==> src/common/rv_settings.svh <==
`ifndef RV_SETTINGS_SVH
`define RV_SETTINGS_SVH

// Data path width, one RV32I word
`define RV_XLEN 32

// Register index, 32 architectural registers
`define RV_REG_ADDR_W 5

`define RV_DMEM_WORDS 256 // Private data memory depth in words

`endif

==> src/decode/rv_regfile.sv <==
`timescale 1ns/100ps
`include "common/rv_settings.svh"

module rv_regfile (
    input  logic                      clk,
    input  logic                      reset,
    input  logic [`RV_REG_ADDR_W-1:0] rs1_addr,
    input  logic [`RV_REG_ADDR_W-1:0] rs2_addr,
    output logic [`RV_XLEN-1:0]       rs1_data,
    output logic [`RV_XLEN-1:0]       rs2_data,
    input  logic                      wb_en,
    input  logic [`RV_REG_ADDR_W-1:0] wb_rd,
    input  logic [`RV_XLEN-1:0]       wb_data
);
    localparam int NUM_REGS = 1 << `RV_REG_ADDR_W;

    logic [`RV_XLEN-1:0] regs [NUM_REGS];

    always_ff @(posedge clk) begin
        if (reset) begin
            for (int i = 0; i < NUM_REGS; i++) begin
                regs[i] <= '0;
            end
        end else if (wb_en && wb_rd != '0) begin // x0 stays zero
            regs[wb_rd] <= wb_data;
        end
    end

    // Same-cycle write is visible to the reader
    assign rs1_data = (wb_en && wb_rd == rs1_addr && rs1_addr != '0) ? wb_data : regs[rs1_addr];
    assign rs2_data = (wb_en && wb_rd == rs2_addr && rs2_addr != '0) ? wb_data : regs[rs2_addr];

endmodule

==> config.mk <==
export PLATFORM = sky130hd
export DESIGN_NAME = rv_regfile
export DESIGN_NICKNAME = d
export VERILOG_FILES = /design/src/decode/rv_regfile.sv
export VERILOG_INCLUDE_DIRS = /design/src /design/src/common
export SDC_FILE = /design/constraint.sdc
export NUM_CORES = 2
export LEC_CHECK = 0
export CELL_PAD_IN_SITES_DETAIL_PLACEMENT = 1
export CELL_PAD_IN_SITES_GLOBAL_PLACEMENT = 1
export CORE_MARGIN = 3
export CORE_UTILIZATION = 55
export DETAILED_ROUTE_END_ITERATION = 8
export DONT_BUFFER_PORTS = 1
export PLACE_DENSITY_LB_ADDON = 0.1
export SETUP_SLACK_MARGIN = 0.2
export SYNTH_ARGS = -nofsm -noshare
export SYNTH_HDL_FRONTEND = slang
export SYNTH_SLANG_ARGS = --single-unit
==> constraint.sdc <==
create_clock -name clk -period 3.15 [get_ports clk]
set_clock_uncertainty 0.15 [all_clocks]
set_input_delay 0.315 -clock clk [delete_from_list [all_inputs] [get_ports clk]]
set_output_delay 0.315 -clock clk [all_outputs]
set_load 0.05 [all_outputs]
---- Yosys cells after proc, flatten, opt, wreduce, memory -nomap -nowiden ----
Memories as Yosys holds them, arrays and structs flattened.
Cells that the tools add are included.
operators by class
  muxes and demuxes ....................... 10
  eq/ne operators ......................... 2
  reduce and logical (&&, ||, !) cells .... 9
operators with widths
  cell                 count
  $mux W32             3
  $reduce_or A32 Y1    1
  $reduce_bool A5 Y1   3
  $eq A5 B5 Y1         2
  $mux W1              6
  $logic_and A1 B1 Y1  5
  $mux W5              1
word-level totals
  logic and storage cells ................. 22
  output and inout port bits .............. 64
  memory bits (writable) .................. 1024
  register bits after elaboration ......... 0
  input bits .............................. 50
  memories kept ........................... 1
memory list
  memory  depth  width  read ports  clocked after Yosys merged registers in  write ports  line              source
  regs    32     32     2           0                                        32           rv_regfile.sv:17  logic [`RV_XLEN-1:0] regs [NUM_REGS];

---- Logic depth before layout (Yosys ltp) ----
  depth in word-level cells ............... 7
  gate-level depth with buffers ........... 10
  mapped depth without buffers ............ 5

---- Least setup slack after synthesis ----
No wires, ideal clock.
  kind .................................... in2out
  start point ............................. input wb_rd[4]
  end point ............................... output rs1_data[30]
  arrival ................................. 2379 ps
  path buffers ............................ 2
  setup slack ............................. 306 ps
  data required time ...................... 2685 ps
  stages on the path ...................... 7
  cell sequence ........................... clkbuf_1 -> xnor2_1 -> nand2_1 -> nor4_4 -> buf_4 -> a21oi_1 -> a22oi_1
between the ends
  cells in the longest elaborated chain, start to end .. 4
RTL lines
  element                            line              source
  start: declaration                 rv_regfile.sv:12  input logic [`RV_REG_ADDR_W-1:0] wb_rd,
  $eq A5 B5 Y1                       rv_regfile.sv:30  assign rs1_data = (wb_en && wb_rd == rs1_addr && rs1_addr != '0) ? wb_data : regs[rs1_addr];
  $logic_and A1 B1 Y1 (2 in series)  rv_regfile.sv:30
  $mux W32                           rv_regfile.sv:30
  end: declaration                   rv_regfile.sv:9   output logic [`RV_XLEN-1:0] rs1_data,
Every way passes these cells.

---- Worst setup path in the final report ----
  start point ............................. input rs1_addr[1]
  end point ............................... output rs1_data[2]
between the ends
  cells in the longest elaborated chain, start to end .. 4
  elaborated cells on any way between the ends .. 6
  classes of those cells .................. eq/ne (1); mux (1); reduce/logical (3); memory (1)
RTL lines
  element                                                                  line              source
  start: declaration                                                       rv_regfile.sv:7   input logic [`RV_REG_ADDR_W-1:0] rs1_addr,
  parallel branches: the longest is 3 deep, another holds $mem_v2 Z32 W32  --
  $mux W32 (*)                                                             rv_regfile.sv:30
Mark *: on every way between the ends.

==> results.cfg <==
[outcome]
outcome = complete, but fails checks
violations = setup timing

[placed_design]
dpl_worst_slack_ns = 0.326
place.gp.congestion = 0.922
dp_cells = 4808
portBuffers = 0
dpl-instance-area_um2 = 57600
dp_hpwl_mm = 111

[global_route]
grt_max_degree = 322
antenna_found_initial = 9
grt_usage_pct = 37.8
grt_first_pass_wirelength_mm = 280
grt_pass1_vias = 38577
grt-ovfl-total = 0

[timing]
tightest_slew_ns = 1.31
hold_viol = 0
layout_min_cycle_time_ns = 3.48
setup_violations = 32
max_freq_mhz = 288
fin_crit_sh_pct = 110
timing.slew.headroom_pct = 13.0
finalMaxSlewViolations = 0
setup_ws_ns = -0.325
setup_tns_ns = -6.04
rsz0062_at_grt = yes

[worst_setup_path]
crit_path_start_kind = primary input
crit_fanout = 164
cp_top_family = simple AND/OR/NAND/NOR gates
setup.worst_path.end = rs1_data[2]
worstPathRequired_ns = 2.68
crit_chain = xnor2_2 > o311ai_4 > nor4_4 > buf_4 > nor3_1 > a22o_4 > buf_12
cp-startpoint = rs1_addr[1]
crit_buf_inv = 2
worstSetupPathDepth = 7
max_stage_delay_ns = 0.50
cp.arrival_ns = 3.01
critPathKind = in2out
end_kind = output port
slowest_stage = xnor2_2

[synthesis]
synthCells = 3714
synth_edf_count = 1024
synth_seq_cells = 1024
avgSynthCellArea_um2 = 14.9
ys.flop_type = edfxtp_1
netlist_area_um2 = 55400
seq_area_frac_synth_pct = 55.5
yosysWarnings = 0
async_flop_share_pct = 0
ys_types = 43

[cells_and_area]
final_cell_mix = edfxtp_1, and2_1, mux4_2
final_common_cell = edfxtp_1
utilization_pct = 64.4
regMostFlops = regs
stdcell_count = 5099
drive_gt1_share_pct = 31.8
top_regs = regs x1024
area_growth_pct = 15.2
design_area_um2 = 63900
nNetsFinal = 3765
largest_reg_flops = 1024

[clock_network]
cts_buffer_depth = 3
htreeDepth = 3
path_clk_slew_ns = 0.06
cts_tree = yes
cts_root_buf = clkbuf_16
cts_sinks = 1024
cts_buffers = 113

[die]
pin_count = 114
initial_utilization_pct = 55.9
die_x_um = 323
die_y_um = 323
dieArea_um2 = 105000
rows = 115
core-area_um2 = 99100

[run]
maxCapViolCount = 0

[power]
cellPowerDensity_nw_per_um2 = 536
p_int_uw = 25600
p_comb_share_pct = 14.9
p_clk_share_pct = 37.8
swShare_pct = 25.3
switchingPower_uw = 8650
power_frac_seq_pct = 47.3
leakage_uw = 0.0224
vdd_drop_max_uv = 649

[detailed_routing]
postRouteAntennaNets = 0
first_pass_iters = 5
drcViolationCount = 0
drt-initial-drc-count = 4866
wl_per_cell_um = 38.5
routed_wirelength_mm = 196
via_per_inst = 7.15
vias = 36473

[min_path]
hp-class = in2reg
[final cells by class]
type / count / area (um2)
Inverter: 1 / 3.75
Multi-Input combinational cell: 2311 / 24700
Fill cell: 8608 / 35300
Tap cell: 1287 / 1610
Timing Repair Buffer: 264 / 3310
Clock inverter: 66 / 538
Antenna cell: 8 / 20.0
Sequential cell: 1024 / 30700
Clock buffer: 138 / 2960
[how the worst min path moves through the flow]
stage / startpoint / endpoint / slack, ns / depth (start not counted)
2_1_floorplan: wb_data[31] / regs[1][31] / 0.36 / 1
3_3_place_gp: reset / regs[0][28] / 0.31 / 0
3_5_place_dp: reset / regs[0][28] / 0.31 / 0
4_1_cts: reset / regs[26][13] / 0.004 / 1
5_1_grt: reset / regs[26][13] / 0.009 / 1
6_report: reset / regs[26][4] / 0.02 / 1
[power by group through the flow]
stage	clock network [uW]	registers, uW	logic, uW
after floorplan	0	16200	3090
after global placement	0	16300	4140
after detailed placement	0	16400	4180
after CTS	13000	16200	4920
after global routing	13500	16200	5210
final	12900	16200	5100
[Yosys cell counts (5+ instances only)]
master	instances	share of area, %
a211oi_1	32	0.43
a21oi_1	33	0.30
a22o_1	31	0.49
and2_1	961	11
buf_1	22	0.15
buf_2	65	0.59
buf_4	14	0.19
buf_6	32	0.65
clkbuf_1	276	1.9
edfxtp_1	1024	55
mux2_2	92	1.9
mux2i_1	194	3.5
mux4_2	449	18
nand2_1	98	0.66
nand3_1	65	0.59
nand3b_1	6	0.081
nor2_1	32	0.22
nor3_1	36	0.33
nor3_2	27	0.49
o211a_1	31	0.56
o221ai_1	31	0.49
o22ai_1	95	1.1
or2_2	32	0.36
xor2_1	5	0.079
[per-layer routing]
metal / vias to the layer above / GRT usage [%] / wire length [um]
met5: - / 0 / 0
met4: 0 / 20.1 / 12400
met3: 556 / 7.38 / 19500
met2: 2431 / 60.6 / 93900
met1: 19243 / 49.4 / 70600
li1: 14243 / - / -
[through the flow]
stage	power (uW)	hold WS (ns)
2_1_floorplan	19300	0.363
3_3_place_gp	20500	0.306
3_5_place_dp	20600	0.314
4_1_cts	34100	0.00402
5_1_grt	34900	0.00869
6_report	34200	0.0214
[kinds of logic after synthesis]
| group | after synthesis | synth area share (%) |
|---|---|---|
| DFF | 1024 | 55.5 |
| AOI/OAI and AO/OA | 260 | 3.46 |
| and+or+nand+nor | 1273 | 13.8 |
| other | 1 | 0.00677 |
| buffers and inverters | 410 | 3.45 |
| muxes | 737 | 23.7 |
| xor gates and xnor gates | 9 | 0.156 |
[what timing repair did]
item / 4_1_cts / 5_1_grt
pin swaps: 95 / 59
hold buffers: 67 / 0
endpoints found under the setup margin: 61 / 65
gates resized for setup: 311 / 73
buffers inserted: 3 / 9
hold endpoints to repair: 1015 / 0
Note: power is estimated with default switching activity, not from simulation.
