## config.mk

```make
export PLATFORM = sky130hd
export DESIGN_NAME = rv_decode
export DESIGN_NICKNAME = d
export VERILOG_FILES = /design/src/common/rv_pkg.sv /design/src/decode/rv_decode.sv
export VERILOG_INCLUDE_DIRS = /design/src /design/src/common
export SDC_FILE = /design/constraint.sdc
export NUM_CORES = 1
export LEC_CHECK = 0
export BUFFER_PORTS_ARGS = -buffer_cell sky130_fd_sc_hd__buf_2
export CAP_MARGIN = 20
export CORE_AREA = 2 2 124 126
export DETAILED_ROUTE_END_ITERATION = 6
export DIE_AREA = 0 0 126 128
export GPL_TIMING_DRIVEN = 0
export HOLD_SLACK_MARGIN = 0.15
export PLACE_DENSITY = 0.89
export SYNTH_ARGS = -nofsm -noshare
export SYNTH_HDL_FRONTEND = slang
export SYNTH_SLANG_ARGS = --single-unit
```

## constraint.sdc

```tcl
create_clock -name clk -period 18.85 [get_ports clk]
set_clock_uncertainty 0.2 [all_clocks]
set_input_delay 1.885 -clock clk [delete_from_list [all_inputs] [get_ports clk]]
set_output_delay 1.885 -clock clk [all_outputs]
set_load 0.03 [all_outputs]
```

## src/common/rv_settings.svh

```systemverilog
`ifndef RV_SETTINGS_SVH
`define RV_SETTINGS_SVH

// Data path width, one RV32I word
`define RV_XLEN 32

// Register index, 32 architectural registers
`define RV_REG_ADDR_W 5

`define RV_DMEM_WORDS 256 // Private data memory depth in words

`endif

```

## src/common/rv_pkg.sv

```systemverilog
`include "common/rv_settings.svh"

package rv_pkg;

    typedef logic [`RV_XLEN-1:0] word_t;
    typedef logic [`RV_REG_ADDR_W-1:0] reg_addr_t;

    typedef enum logic [6:0] {
        op_r     = 7'b0110011,
        op_i     = 7'b0010011,
        op_s     = 7'b0100011,
        op_l     = 7'b0000011,
        op_b     = 7'b1100011,
        op_lui   = 7'b0110111,
        op_auipc = 7'b0010111,
        op_jal   = 7'b1101111,
        op_jalr  = 7'b1100111
    } opcode_e;

    typedef enum logic [3:0] {
        alu_add,
        alu_sub,
        alu_sll,
        alu_slt,
        alu_sltu,
        alu_xor,
        alu_srl,
        alu_sra,
        alu_or,
        alu_and,
        alu_pass_b
    } alu_op_e;

    typedef enum logic [1:0] {
        from_alu = 2'd0,
        from_mem = 2'd1,
        from_pc  = 2'd2 // Link value pc + 4
    } wb_src_e;

    typedef struct packed {
        word_t pc;
        word_t instr;
    } issue_t;

    typedef struct packed {
        word_t     pc;
        word_t     rs1_val;
        word_t     rs2_val;
        word_t     imm;
        alu_op_e   alu_op;
        logic      a_is_pc;
        logic      b_is_imm;
        logic [2:0] funct3;
        reg_addr_t rd;
        wb_src_e   wb_src;
        logic      reg_write;
        logic      mem_read;
        logic      mem_write;
        logic      branch;
        logic      jal;
        logic      jalr;
        logic      illegal;
    } dec_op_t;

    typedef struct packed {
        word_t     pc;
        word_t     alu_res;    // Holds the link value for jumps
        word_t     store_data;
        word_t     next_pc;
        logic [2:0] funct3;
        reg_addr_t rd;
        wb_src_e   wb_src;
        logic      reg_write;
        logic      mem_read;
        logic      mem_write;
        logic      illegal;
    } exe_res_t;

    typedef struct packed {
        word_t     pc;
        reg_addr_t rd;
        logic      rd_we;
        word_t     wdata;
        word_t     next_pc;
        logic      illegal;
    } retire_t;

endpackage

```

## src/decode/rv_decode.sv

```systemverilog
`timescale 1ns/100ps
`include "common/rv_settings.svh"

module rv_decode (
    input  logic                      clk,
    input  logic                      reset,
    input  logic                      issue_valid,
    input  rv_pkg::issue_t            issue,
    output logic                      issue_ready,
    output logic [`RV_REG_ADDR_W-1:0] rs1_addr,
    output logic [`RV_REG_ADDR_W-1:0] rs2_addr,
    input  logic [`RV_XLEN-1:0]       rs1_data,
    input  logic [`RV_XLEN-1:0]       rs2_data,
    input  logic                      wb_en,
    input  logic [`RV_REG_ADDR_W-1:0] wb_rd,
    output logic                      dec_valid,
    output rv_pkg::dec_op_t           dec_op,
    input  logic                      dec_ready
);
    import rv_pkg::*;

    localparam int NUM_REGS = 1 << `RV_REG_ADDR_W;

    word_t                instr;
    opcode_e              opcode;
    logic [2:0]           funct3;
    reg_addr_t            rd;
    dec_op_t              op;
    logic                 uses_rs1;
    logic                 uses_rs2;
    logic [NUM_REGS-1:0]  busy_q;
    logic [NUM_REGS-1:0]  clr_mask;
    logic [NUM_REGS-1:0]  set_mask;
    logic [NUM_REGS-1:0]  busy_now;
    logic                 hazard;
    logic                 issue_fire;

    function automatic alu_op_e alu_sel(input logic [2:0] f3, input logic f7_5,
                                        input logic is_r);
        alu_op_e sel;
        case (f3)
            3'b000:  sel = (is_r && f7_5) ? alu_sub : alu_add;
            3'b001:  sel = alu_sll;
            3'b010:  sel = alu_slt;
            3'b011:  sel = alu_sltu;
            3'b100:  sel = alu_xor;
            3'b101:  sel = f7_5 ? alu_sra : alu_srl; // srai also uses bit 30
            3'b110:  sel = alu_or;
            default: sel = alu_and;
        endcase
        return sel;
    endfunction

    assign instr    = issue.instr;
    assign opcode   = opcode_e'(instr[6:0]);
    assign funct3   = instr[14:12];
    assign rd       = instr[11:7];
    assign rs1_addr = instr[19:15];
    assign rs2_addr = instr[24:20];

    always_comb begin
        op         = '0; // Unknown opcodes keep every write flag clear
        op.pc      = issue.pc;
        op.rs1_val = rs1_data;
        op.rs2_val = rs2_data;
        op.funct3  = funct3;
        op.rd      = rd;
        op.alu_op  = alu_add;
        op.wb_src  = from_alu;
        uses_rs1   = 1'b1;
        uses_rs2   = 1'b0;
        case (opcode)
            op_r: begin
                op.reg_write = 1'b1;
                op.alu_op    = alu_sel(funct3, instr[30], 1'b1);
                uses_rs2     = 1'b1;
            end
            op_i: begin
                op.reg_write = 1'b1;
                op.b_is_imm  = 1'b1;
                op.imm       = {{20{instr[31]}}, instr[31:20]};
                op.alu_op    = alu_sel(funct3, instr[30], 1'b0);
            end
            op_l: begin
                op.reg_write = 1'b1;
                op.mem_read  = 1'b1;
                op.b_is_imm  = 1'b1;
                op.imm       = {{20{instr[31]}}, instr[31:20]};
                op.wb_src    = from_mem;
            end
            op_s: begin
                op.mem_write = 1'b1;
                op.b_is_imm  = 1'b1;
                op.imm       = {{20{instr[31]}}, instr[31:25], instr[11:7]};
                uses_rs2     = 1'b1;
            end
            op_b: begin
                op.branch = 1'b1;
                op.imm    = {{19{instr[31]}}, instr[31], instr[7], instr[30:25],
                             instr[11:8], 1'b0};
                uses_rs2  = 1'b1;
            end
            op_lui: begin
                op.reg_write = 1'b1;
                op.b_is_imm  = 1'b1;
                op.imm       = {instr[31:12], 12'b0};
                op.alu_op    = alu_pass_b;
                uses_rs1     = 1'b0;
            end
            op_auipc: begin
                op.reg_write = 1'b1;
                op.a_is_pc   = 1'b1;
                op.b_is_imm  = 1'b1;
                op.imm       = {instr[31:12], 12'b0};
                uses_rs1     = 1'b0;
            end
            op_jal: begin
                op.reg_write = 1'b1;
                op.jal       = 1'b1;
                op.a_is_pc   = 1'b1;
                op.b_is_imm  = 1'b1;
                op.imm       = {{11{instr[31]}}, instr[31], instr[19:12], instr[20],
                                instr[30:21], 1'b0};
                op.wb_src    = from_pc;
                uses_rs1     = 1'b0;
            end
            op_jalr: begin
                op.reg_write = 1'b1;
                op.jalr      = 1'b1;
                op.b_is_imm  = 1'b1;
                op.imm       = {{20{instr[31]}}, instr[31:20]};
                op.wb_src    = from_pc;
            end
            default: begin
                op.illegal = 1'b1;
                uses_rs1   = 1'b0;
            end
        endcase
    end

    // Busy bit drops in the writeback cycle, bypass supplies the value
    assign clr_mask = wb_en ? (NUM_REGS'(1) << wb_rd) : '0;
    assign busy_now = busy_q & ~clr_mask;

    // A pending write to rd also stalls so one busy bit per register stays exact
    assign hazard = (uses_rs1 && busy_now[rs1_addr]) ||
                    (uses_rs2 && busy_now[rs2_addr]) ||
                    (op.reg_write && busy_now[rd]);

    assign issue_ready = (!dec_valid || dec_ready) && !hazard;
    assign issue_fire  = issue_valid && issue_ready;
    assign set_mask    = (issue_fire && op.reg_write && rd != '0) ? (NUM_REGS'(1) << rd) : '0;

    always_ff @(posedge clk) begin
        if (reset) begin
            busy_q    <= '0;
            dec_valid <= 1'b0;
        end else begin
            busy_q <= busy_now | set_mask;
            if (!dec_valid || dec_ready) begin
                dec_valid <= issue_fire;
            end
        end
    end

    always_ff @(posedge clk) begin
        if (issue_fire) begin
            dec_op <= op;
        end
    end

    // A stalled source may only leave in the cycle result writes it back
    a_rs1_not_busy: assert property (@(posedge clk) disable iff (reset)
        issue_fire && uses_rs1 && busy_q[rs1_addr] |-> wb_en && wb_rd == rs1_addr);

    a_rs2_not_busy: assert property (@(posedge clk) disable iff (reset)
        issue_fire && uses_rs2 && busy_q[rs2_addr] |-> wb_en && wb_rd == rs2_addr);

endmodule

```

# Word level (Yosys, flattened, before mapping)
# Index checks and enable logic that the tools add are counted.
op_classes:
  muxes: 26
  n_eq_ne: 15
  bitwise_logic: 3
  order_cmp: 3
  reduce_logical: 23
  n_shift: 2
ops:
  columns: ["cell", "count"]
  rows:
  - ["$pmux W32 S5", 1]
  - ["$mux W32", 2]
  - ["$shl A1 B5 Y32 const A", 2]
  - ["$pmux W4 S7", 2]
  - ["$and A32 B32 Y32", 1]
  - ["$not A32 Y32", 1]
  - ["$or A32 B32 Y32", 1]
  - ["$eq A7 B6 Y1 const B", 3]
  - ["$eq A7 B7 Y1 const B", 3]
  - ["$lt A5 B6 Y1 const B", 3]
  - ["$mux W1", 16]
  - ["$bmux W1 S5", 3]
  - ["$eq A7 B5 Y1 const B", 2]
  - ["$reduce_or A7 Y1", 2]
  - ["$pmux W4 S3", 1]
  - ["$eq A3 B3 Y1 const B", 3]
  - ["$reduce_or A9 Y1", 1]
  - ["$eq A7 B2 Y1 const B", 1]
  - ["$logic_and A1 B1 Y1", 7]
  - ["$eq A3 B2 Y1 const B", 2]
  - ["$reduce_or A2 Y1", 3]
  - ["$reduce_or A3 Y1", 2]
  - ["$reduce_or A6 Y1", 1]
  - ["$reduce_bool A5 Y1", 1]
  - ["5 further kinds", 8]
totals:
  inputBits: 138
  out_inout_bits: 163
  register_bits: 184
  word_cells: 91

# Logic depth before layout (Yosys ltp)
# Gate-level depths: netlist of the first run.
logic_depth:
  depth_word: 16
  depth_mapped: 10
  depth_no_buf: 9

# Least setup slack after synthesis of the first run
# No wires, ideal clock.
synth_path:
  path_type: "input to register"
  from: "input port wb_rd[2]"
  to: "register dec_op[0] (netlist name) (enable)"
  path_buffers: 1
  arrival_time_ns: 6.652
  stages: 9
  setup_slack_ns: 11.496
  t_required_ns: 18.148
  setup_time_ns: 0.502
  path_cell_list: "clkbuf_1 or4b_4 o21ai_1 o22ai_1 nor4_1 o22ai_1 nor4_4 nand3_1 inv_1"
synth_via:
  elab_chain_len: 12
  word_cells_on_any_way: 18
  cone_classes: "shift (1); mux (7); bitwise (2); reduce/logical (8)"
synth_lines:
  columns: ["element", "line", "text"]
  rows:
  - ["start: declaration", "rv_decode.sv:15", "input logic [`RV_REG_ADDR_W-1:0] wb_rd,"]
  - ["$shl A1 B5 Y32 (*)", "rv_decode.sv:142", "assign clr_mask = wb_en ? (NUM_REGS'(1) << wb_rd) : '0;"]
  - ["$mux W32 (*)", "rv_decode.sv:142", null]
  - ["$not A32 Y32 (*)", "rv_decode.sv:143", "assign busy_now = busy_q & ~clr_mask;"]
  - ["$and A32 B32 Y32 (*)", "rv_decode.sv:143", null]
  - ["$bmux W1 S5, on equally long branches", "rv_decode.sv:146, rv_decode.sv:147", null]
  - ["$mux W1, on equally long branches", "rv_decode.sv:146, rv_decode.sv:147", null]
  - ["$logic_and A1 B1 Y1, on equally long branches", "rv_decode.sv:146, rv_decode.sv:147", null]
  - ["$logic_or A1 B1 Y1", "rv_decode.sv:146", "assign hazard = (uses_rs1 && busy_now[rs1_addr]) ||"]
  - ["$logic_or A1 B1 Y1 (*)", "rv_decode.sv:147", "(uses_rs2 && busy_now[rs2_addr]) ||"]
  - ["$logic_not A1 Y1 (*)", "rv_decode.sv:150", "assign issue_ready = (!dec_valid || dec_ready) && !hazard;"]
  - ["$logic_and A1 B1 Y1 (*)", "rv_decode.sv:150", null]
  - ["$logic_and A1 B1 Y1 (*)", "rv_decode.sv:151", "assign issue_fire = issue_valid && issue_ready;"]
  - ["named net issue_fire", "rv_decode.sv:36", "logic issue_fire;"]
  - ["end signal: assignment", "rv_decode.sv:168", "dec_op <= op;"]
  - ["end: declaration", "rv_decode.sv:17", "output rv_pkg::dec_op_t dec_op,"]
# The timed path passes the listed nets; every way through them passes the cells marked *. The select of a mux whose other input is x is not followed.
# A chain may end at the register's enable or synchronous reset.

# Final worst setup path of the first run
layout_path:
  from: "input port wb_rd[0]"
  to: "output port issue_ready"
layout_via:
  elab_chain_len: 11
  word_cells_on_any_way: 17
  cone_classes: "shift (1); mux (7); bitwise (2); reduce/logical (7)"
layout_lines:
  columns: ["element", "line", "text"]
  rows:
  - ["$shl A1 B5 Y32 (*)", "rv_decode.sv:142", null]
  - ["$mux W32 (*)", "rv_decode.sv:142", null]
  - ["$not A32 Y32 (*)", "rv_decode.sv:143", null]
  - ["$and A32 B32 Y32 (*)", "rv_decode.sv:143", null]
  - ["$bmux W1 S5, on equally long branches", "rv_decode.sv:146, rv_decode.sv:147", null]
  - ["$mux W1, on equally long branches", "rv_decode.sv:146, rv_decode.sv:147", null]
  - ["$logic_and A1 B1 Y1, on equally long branches", "rv_decode.sv:146, rv_decode.sv:147", null]
  - ["$logic_or A1 B1 Y1", "rv_decode.sv:146", null]
  - ["$logic_or A1 B1 Y1 (*)", "rv_decode.sv:147", null]
  - ["$logic_not A1 Y1 (*)", "rv_decode.sv:150", null]
  - ["$logic_and A1 B1 Y1 (*)", "rv_decode.sv:150", null]
  - ["end: declaration", "rv_decode.sv:9", "output logic issue_ready,"]
# Every way passes the cells marked *; elsewhere a longest branch is shown, timed or not. The select of a mux whose other input is x is not followed.

==> out/results.tsv, run 1 <==
metric	value	unit
whs	320.3	ps
grt_antenna_before_repair	4	
holdPathStages	2	
worst-path-buf-inv	3	
path_common_cell	buf_2	
fin_crit	7351	ps
place_ws	11690	ps
startpoint_type	input pin	
drc_errors	0	
synth_nets	713	
synthDistinctLibCells	58	
critPathArrivalTime	5270	ps
antenna_left	0	
port_buffers	296	
fmax	136.0	MHz
synthesis.area	7585	um2
syn_inst	575	
hold_viol	0	
die_w	126	um
multi_input_area	2178	um2
criticalPathCategory	in -> out	
slowest_delay	710	ps
clk_pin_slew	60	ps
power_density	95.99	nW/um2
worstHoldPathType	reg -> reg	
status	complete, no violations	
die_area	16130	um2
r2r_cells	8	
insertion_delay	430	ps
grt_pass1_wl	36050	um
boundaryPins	301	
ctsHoldBuffers	0	
chipHeight	128	um
clock-sinks	183	
finalMaxSlewViolations	0	
crit_family	simple AND/OR/NAND/NOR gates	
core_area	14860	um2
cts_root_buf	clkbuf_16	
fin_setup_tns	0	ps
cts_setup_buffers	0	
yosysWarnings	0	
finalSetupViolations	0	
grt_usage	30.00	%
period_share	39.00	%
ys_ff_latch	183	
grt_overflow_total	0	
yosysTopAreaCell	edfxtp_1	
drv_cap	0	
routedWlPerCell	22.40	um
final_util	66.94	%
fillCellCount	1102	
wl	24570	um
numCtsBuffers	17	
cp_max_fo	10	
syn-mean-instance-area	13.19	um2
ys.flop_type	edfxtp_1	
layout-drive-gt1-share	39.01	%
slew-limit-headroom	45.87	%
dr_total_vias	6473	
ys_seq_area_share	68.10	%
slowest_stage	o21ai_0	
gp_congestion	0.9511	
grt_setup_unrepaired	no	
dp_hpwl	18510	um
post_drt_via_cell_ratio	5.901	
synth_most_common_cell	edfxtp_1	
yosysTopAreaCellShare	59.39	%
vdd_ir_drop_max	0.05420	mV
critical_path_cell_count	11	
drtIter0Drc	757	
regArea	5165	um2
cp-end-kind	output port	
rows	45	
fin_nets	1030	
async_flop_share	0	%
synth.area.top_cells	edfxtp_1 59%, dfxtp_1 8.7%, o22ai_1 3.5%	
start_util	51.03	%
cts_tree	built	
area_delta_synth_final	31.18	%
path_cells	buf_2, clkbuf_1, nand4b_1, o21ai_0, o22ai_1, nor4_1, a31oi_1, nor4_4, nand2_1, nor2_1, buf_2	
final.setup.worst_slack	11500	ps
dr.pass1.iters	5	
cts_htree_levels	4	
synth-edff-count	150	
grt_max_degree	88	
power.leakage	0.004082	uW
worst_pin_slew	801.0	ps
max-clock-path-buffers	2	
synthTopCellsByCount	150 x edfxtp_1, 42 x o22ai_1, 37 x nand2_1, 33 x dfxtp_1, 31 x nor2_1	
cts_resized	0	
cp.required	16760	ps
grt_pass1_vias	6228	
-- flip-flops by register name (all words and copies together), names as in the netlist --
register,flops
dec_op,150
busy_q,32
dec_valid,1
-- per-stage QoR --
step	instance area [um2]	std cells	total power, uW
2_1_floorplan	7585	575	554.6
3_3_place_gp	9301	1059	603.7
3_5_place_dp	9334	1060	604.0
4_1_cts	9935	1092	957.7
5_1_grt	9950	1097	982.3
6_report	9950	1097	955.0
-- worst reg2reg max path, delay by kind of cell, from the launching register on --
| family | cells | cell delay, ps |
|---|---|---|
| compound gates | 3 | 680 |
| buf+inv | 2 | 1000 |
| simple gates | 3 | 1200 |
| flops | 1 | 300 |
-- routing by layer --
layer / share of wire (%) / vias up / GRT usage (%)
met1: 37 / 3121 / 36.59
met5: 0 / - / 0
met4: 3.3 / 0 / 13.25
li1: - / 2888 / -
met3: 8.1 / 66 / 7.137
met2: 52 / 398 / 51.17
-- worst paths after layout --
kind | from | endpoint | slack (ps)
max | wb_rd[0] | issue_ready | 11500
min | busy_q[13] | busy_q[13] | 320
max reg2reg | busy_q[2] | dec_op[104] | 15090
min reg2reg | busy_q[13] | busy_q[13] | 320
-- area by class of cell --
cell class / count / area share (%)
diodes: 4 / 0.1006
plain buffers: 38 / 1.861
clock buffers: 17 / 4.276
clock inverters: 15 / 1.761
inverters: 15 / 0.6162
multi-input cells: 339 / 21.89
flip-flops and latches: 183 / 51.91
well taps: 188 / 2.364
repair buffers: 298 / 15.22
-- layout by cell type, fill, tap and decap left out, types with 5 or more instances in the layout --
cell type  instances
buf_2            297
edfxtp_1         150
o22ai_1           42
nand2_1           37
dfxtp_1           33
nor2_1            31
o21ai_0           28
clkbuf_1          25
o211ai_1          25
a21o_1            19
nor2b_1           18
o21ai_1           17
clkbuf_16         17
nand3_1           15
inv_1             14
buf_4             11
nand2b_1           9
o2111ai_1          7
mux2i_1            6
nand4_1            5
or3_1              5
inv_6              5
a22o_1             5
inv_8              5
-- power breakdown --
| part | switching, uW | internal (uW) |
|---|---|---|
| Clock | 168 | 190 |
| Combinational | 92.6 | 35.3 |
| Sequential | 6.37 | 462 |
-- cell families after synthesis --
group           count (synthesis)  share of synthesized area (%)
simple gates                  154                          11.05
mux                            12                          2.277
xor+xnor                        2                         0.2310
flops                         183                          68.10
buf+inv                        53                          3.184
compound gates                171                          15.16
No activity file was read; power rests on OpenSTA's default activity.
==> run 2: changes to the inputs <==
Settings changed: ABC_AREA from default to 1, CORE_AREA 2 2 124 126 to 2 2 130 132, DIE_AREA 0 0 126 128 to 0 0 132 134, PLACE_DENSITY 0.89 to 0.84.
Clock period 18.85 ns to 7.45 ns, I/O delays scaled along.
==> run 2 against run 1 <==
Register-to-register slack worse by 11000 ps; via count grew 13%; worst hold slack lost 43 ps; synthesized area increased by 3.7%; critical path depth is 4 higher; clock power grew to 2.6 times the previous value; sequential share of layout area fell by 2.2 points; routed wire length increased by 6.7%.
==> out/results.tsv, run 2 <==
metric	value	unit	change
status	complete, no violations		
wl_met2	13580	um	+6.5%
wl	26210	um	+6.7%
ys.flop_type	edfxtp_1		
die_area	17690	um2	+9.7%
holdCritStartpoint	issue[59]		
cp-end-kind	register		
placedCellCount	1264		+19%
layout_commonest_cell	buf_2		
numCtsBuffers	17		unchanged
ys_ff_latch	183		unchanged
hold_viol	0		unchanged
grt_setup_unrepaired	no		
clk_pin_slew	80	ps	+20 ps
grt_pass1_wl	37770	um	+4.8%
ctsHoldBuffers	0		unchanged
ys_seq_area_share	65.66	%	-2.4 points
vdd_ir_drop_max	0.1599	mV	+200%
routedWlPerCell	20.10	um	-10%
regToRegStartpoint	busy_q[21]		
start_util	48.29	%	-2.7 points
cts_htree_levels	4		unchanged
dr.max_layer_used	met4		
period_share	54.33	%	
worstSetupStartpoint	issue[7]		
dr_total_vias	7284		+13%
power.leakage	0.004313	uW	+5.7%
synth_most_common_cell	edfxtp_1		
slowest_stage	nor3b_4		
slowest_delay	700	ps	about the same
yosysWarnings	0		unchanged
drtIter0Drc	789		+4.2%
boundaryPins	301		unchanged
die_w	132	um	+4.8%
path_cells	buf_2, nor2_1, clkbuf_1, nand2_1, nand4_1, nand2_1, nand3_1, nand3_1, nand3_1, nand3_2, nor3b_4, buf_8, buf_8, buf_8, buf_8		
drc_errors	0		unchanged
power_density	241.7	nW/um2	+150%
rrSetupSlack	4200	ps	-10890 ps
dp_hpwl	19920	um	+7.6%
grt_antenna_before_repair	6		+2
finalSetupViolations	0		unchanged
largest_reg_flops	150		unchanged
cts_resized	0		unchanged
grt_overflow_total	0		unchanged
syn-mean-instance-area	10.60	um2	-20%
antenna_left	0		unchanged
clock-sinks	183		unchanged
cp_max_fo	21		+11
synthDistinctLibCells	28		-52%
worst_pin_slew	817.8	ps	+16.82 ps
yosysTopAreaCellShare	57.26	%	-2.1 points
synthTopCellsByCount	150 x edfxtp_1, 127 x nand2_1, 118 x nand3_1, 58 x nor2_1, 48 x nand4_1		
dr.pass1.iters	7		+2
synthesis.area	7866	um2	+3.7%
synth.area.top_cells	edfxtp_1 57%, dfxtp_1 8.4%, nand3_1 7.5%		
drv_cap	0		unchanged
fmax	247.1	MHz	
port_buffers	294		-0.68%
final_cell_mix	310 x buf_2, 150 x edfxtp_1, 127 x nand2_1		
final_cells	1304		+19%
cts_root_buf	clkbuf_16		
syn_inst	742		+29%
grt_pass1_vias	6691		+7.4%
whs	277.5	ps	-42.74 ps
cts_tree	built		
async_flop_share	0	%	unchanged
max-clock-path-buffers	2		unchanged
worstHoldPathType	in -> reg		
cts_setup_buffers	0		unchanged
fin_crit	4047	ps	
path_common_cell	buf_8		
core_area	16290	um2	+9.6%
largestRegisters	dec_op x150, busy_q x32, dec_valid x1		
power.total	2513	uW	+160%
largest_register	dec_op		
yosysTopAreaCell	edfxtp_1		
area_delta_synth_final	32.15	%	
met3_length	2312	um	+16%
layout-drive-gt1-share	35.63	%	-3.4 points
fin_nets	1201		+17%
criticalPathCategory	in -> reg		
finalMaxSlewViolations	0		unchanged
wl_met1	9334	um	+3.4%
slew-limit-headroom	45.28	%	-0.59 points
worst-path-buf-inv	6		+3
chipHeight	134	um	+4.7%
gp_congestion	1.066		+12%
rows	47		+4.4%
grt_max_degree	22		-75%
crit_family	simple AND/OR/NAND/NOR gates		
cp.required	7380	ps	-9380 ps
grt_usage	28.48	%	-1.5 points
synth_nets	880		+23%
startpoint_type	input pin		
post_drt_via_cell_ratio	5.586		-5.3%
critPathArrivalTime	3980	ps	-1290 ps
synth-edff-count	150		unchanged
insertion_delay	430	ps	about the same
run 2: changes by cell type after synthesis, moves of 37 or more:
cell	change
nand4_1	+43
a21oi_1	+39
nand2_1	+90
nand3_1	+103
o22ai_1	-37
run 2: layout make-up:
type                    count  area, um2
inverters                  53      198.9
diodes                      9      22.52
clock inverters            14      177.7
clock buffers              17      425.4
well taps                 220      275.3
fillers                  1322       5894
plain buffers              49      275.3
flip-flops and latches    183       5165
multi-input cells         457       2238
repair buffers            302       1617
run 2: worst paths after layout:
kind | end | depth (start not counted)
worst max register to register | dec_op[126] | 13
worst max-delay path | dec_op[126] | 15
worst min register to register | busy_q[18] | 2
worst min-delay path | dec_op[146] | 1
run 2: kinds of logic (layout without fill, tap and decap cells):
logic type	count (synthesis)	after routing	share of synthesized area [%]
buffers and inverters	102	435	6.028
AND/OR/NAND/NOR	369	369	21.90
other	0	9	0
flip-flops	183	183	65.66
AO/OA/AOI/OAI	88	88	6.410
run 2: where the power goes:
part | internal (uW) | switching [uW] | total, uW
combinational | 111 | 282 | 393
sequential | 1180 | 17.1 | 1200
clock | 507 | 417 | 924
run 2: through the flow:
step	util, %	cell area (um2)	setup TNS (ps)	worst slack [ps]
6_report	63.81	10400	0	3403
5_1_grt	63.81	10400	0	3172
4_1_cts	63.68	10370	0	3454
3_5_place_dp	59.97	9769	0	2997
3_3_place_gp	59.08	9624	-101040	-682.1
2_1_floorplan	-	7878	0	1135
run 2: routing by layer:
layer | up-vias | global-route usage (%)
met3 | 81 | 5.518
met1 | 3400 | 33.55
met2 | 505 | 50.43
met5 | - | 0
li1 | 3298 | -
met4 | 0 | 13.41
==> run 3: changes to the inputs <==
Settings changed: ABC_AREA 1 to 0, CORE_AREA 2 2 130 132 to 2 2 135 137, DIE_AREA 0 0 132 134 to 0 0 137 139, PLACE_DENSITY 0.84 to 0.8.
Clock period 7.45 ns to 3.3 ns, I/O delays scaled along.
==> run 3 against run 2 <==
The run now ends with setup timing left; first-iteration DRC count up 4.1%; count of clock-buffer cells in the layout unchanged; critical path type is now in -> out; die area up 7.7%; final cell count down 1.0%; worst hold slack worse by 110 ps; total power up 130%; non-clock buffer count up 137; flip-flop and latch count unchanged; design area up 15%; highest routed layer unchanged; global-route usage up 0.85 points; routed wire length up 15%; clock power up 130%.
==> out/results.tsv, run 3 (synthesized netlist as in run 1, its figures left out) <==
metric	value	unit	change
switching_power	1724	uW	+140%
largestRegisters	dec_op x150, busy_q x32, dec_valid x1		
hold_viol	0		unchanged
power.leakage	0.004893	uW	+13%
boundaryPins	301		unchanged
die_area	19040	um2	+7.7%
slew-limit-headroom	55.75	%	+10 points
port_buffers	296		+0.68%
grt_usage	29.33	%	+0.85 points
critPathArrivalTime	2820	ps	-1160 ps
layout-drive-gt1-share	40.93	%	+5.3 points
power_frac_clock	36.7	%	about the same
placedCellCount	1103		-13%
drtIter0Drc	821		+4.1%
final_cells	1291		-1.0%
cts_root_buf	clkbuf_16		
cts_htree_levels	4		unchanged
dr_total_vias	7345		+0.84%
dr.pass1.iters	6		-1
gp_congestion	0.9818		-7.9%
fin_nets	1183		-1.5%
worst_pin_slew	663.8	ps	-154.0 ps
vdd_ir_drop_max	0.3812	mV	+140%
numCtsBuffers	17		unchanged
fin_setup_tns	-1375	ps	-1375 ps
startpoint_type	input pin		
final_cell_mix	294 x buf_2, 150 x edfxtp_1, 122 x dlygate4sd3_1		
cp-end-kind	output port		
final.setup.worst_slack	-50.98	ps	-3454 ps
cellInternalPower	4036	uW	+120%
finalSetupViolations	71		+71
switching_share	29.92	%	+1.4 points
cp.required	2770	ps	-4610 ps
cts_tree	built		
layout_commonest_cell	buf_2		
start_util	42.96	%	-5.3 points
pwr-share-comb	16.7	%	+1.1 points
routedWlPerCell	23.26	um	+16%
core_area	17660	um2	+8.4%
power_density	480.1	nW/um2	+99%
die_w	137	um	+3.8%
area_delta_synth_final	58.18	%	
clock-sinks	183		unchanged
period_share	101.5	%	
drv_cap	0		unchanged
drc_errors	0		unchanged
clk_pin_slew	70	ps	about the same
violations	setup timing		
post_drt_via_cell_ratio	5.689		+1.9%
antenna_left	0		unchanged
cp_max_fo	5		-76%
chipHeight	139	um	+3.7%
rows	49		+4.3%
worstHoldPathType	in -> reg		
max-clock-path-buffers	2		unchanged
dp_hpwl	18970	um	-4.8%
grt_max_degree	46		+110%
largest_register	dec_op		
seq_power_share	46.6	%	-1.0 points
fillCellCount	1245		-5.8%
grt_pass1_wl	41240	um	+9.2%
grt_setup_unrepaired	yes		
wl	30030	um	+15%
insertion_delay	430	ps	about the same
finalMaxSlewViolations	0		unchanged
criticalPathCategory	in -> out		
grt_overflow_total	0		unchanged
largest_reg_flops	150		unchanged
fin_crit	3351	ps	
fmax	298.4	MHz	
grt_antenna_before_repair	4		-2
rrSetupSlack	420	ps	-3780 ps
grt_pass1_vias	7061		+5.5%
status	finished with violations		
[run 3: final cells by class]
type	instances	area (um2)	area share, %
Antenna cell	4	10.01	0.08343
Buffer	37	255.2	2.127
Clock buffer	17	425.4	3.546
Clock inverter	15	197.7	1.648
Inverter	15	60.06	0.5006
Multi-Input combinational cell	339	2469	20.58
Sequential cell	183	5165	43.05
Tap cell	229	286.5	2.388
Timing Repair Buffer	451	3122	26.02
Timing Repair inverter	1	7.507	0.06257
[run 3: power by group through the flow]
| stage | clock network [uW] | logic [uW] | registers (uW) |
|---|---|---|---|
| after floorplan | 0 | 198 | 2980 |
| after global placement | 0 | 725 | 2730 |
| after detailed placement | 0 | 748 | 2720 |
| after CTS | 2090 | 889 | 2670 |
| after global routing | 2220 | 1000 | 2690 |
| final | 2120 | 959 | 2690 |
[run 3: timing repair]
item                       4_1_cts  5_1_grt
hold endpoints to repair       145        0
hold buffers                   122        0
pin swaps                        7       12
gates resized for setup         33       25
setup buffers                   11       14
setup endpoints to repair      152      118
gates cloned                     1        5
[run 3: worst paths after layout]
check | to | depth (start not counted) | start
worst max-delay path | issue_ready | 13 | wb_rd[0]
worst min-delay path | dec_op[18] | 3 | issue[5]
worst max register to register | dec_op[20] | 10 | busy_q[0]
worst min register to register | busy_q[23] | 2 | busy_q[23]
[run 3: layer usage]
| metal | up-vias | track usage (%) | wire length, um |
|---|---|---|---|
| met5 | - | 0 | 0 |
| met4 | 0 | 11.83 | 1370 |
| met3 | 106 | 6.177 | 2659 |
| met2 | 494 | 52.89 | 15500 |
| met1 | 3534 | 33.35 | 10500 |
| li1 | 3211 | - | - |
[run 3: stage by stage]
stage / total power, uW / util, % / setup slack, ps / hold WS, ps / instance area [um2]
5_1_grt: 5922 / 67.95 / -144.1 / 162.0 / 12000
3_5_place_dp: 3472 / 54.27 / -1417 / 308.3 / 9582
2_1_floorplan: 3179 / - / -1365 / 228.9 / 7754
4_1_cts: 5656 / 65.98 / 0.2573 / 150.2 / 11650
3_3_place_gp: 3456 / 53.93 / -2959 / 302.3 / 9522
6_report: 5760 / 67.95 / -50.98 / 170.2 / 12000
[run 3: worst max-delay path: stages]
cell and delay, ps:
buf_6 100, clkbuf_16 140, or4b_4 560, buf_6 150, o21ai_4 210, o22ai_2 140, nor4_4 290, a31oi_2 150
nor4_4 270, buf_6 170, nand2_4 70, nor2_4 110, buf_6 130
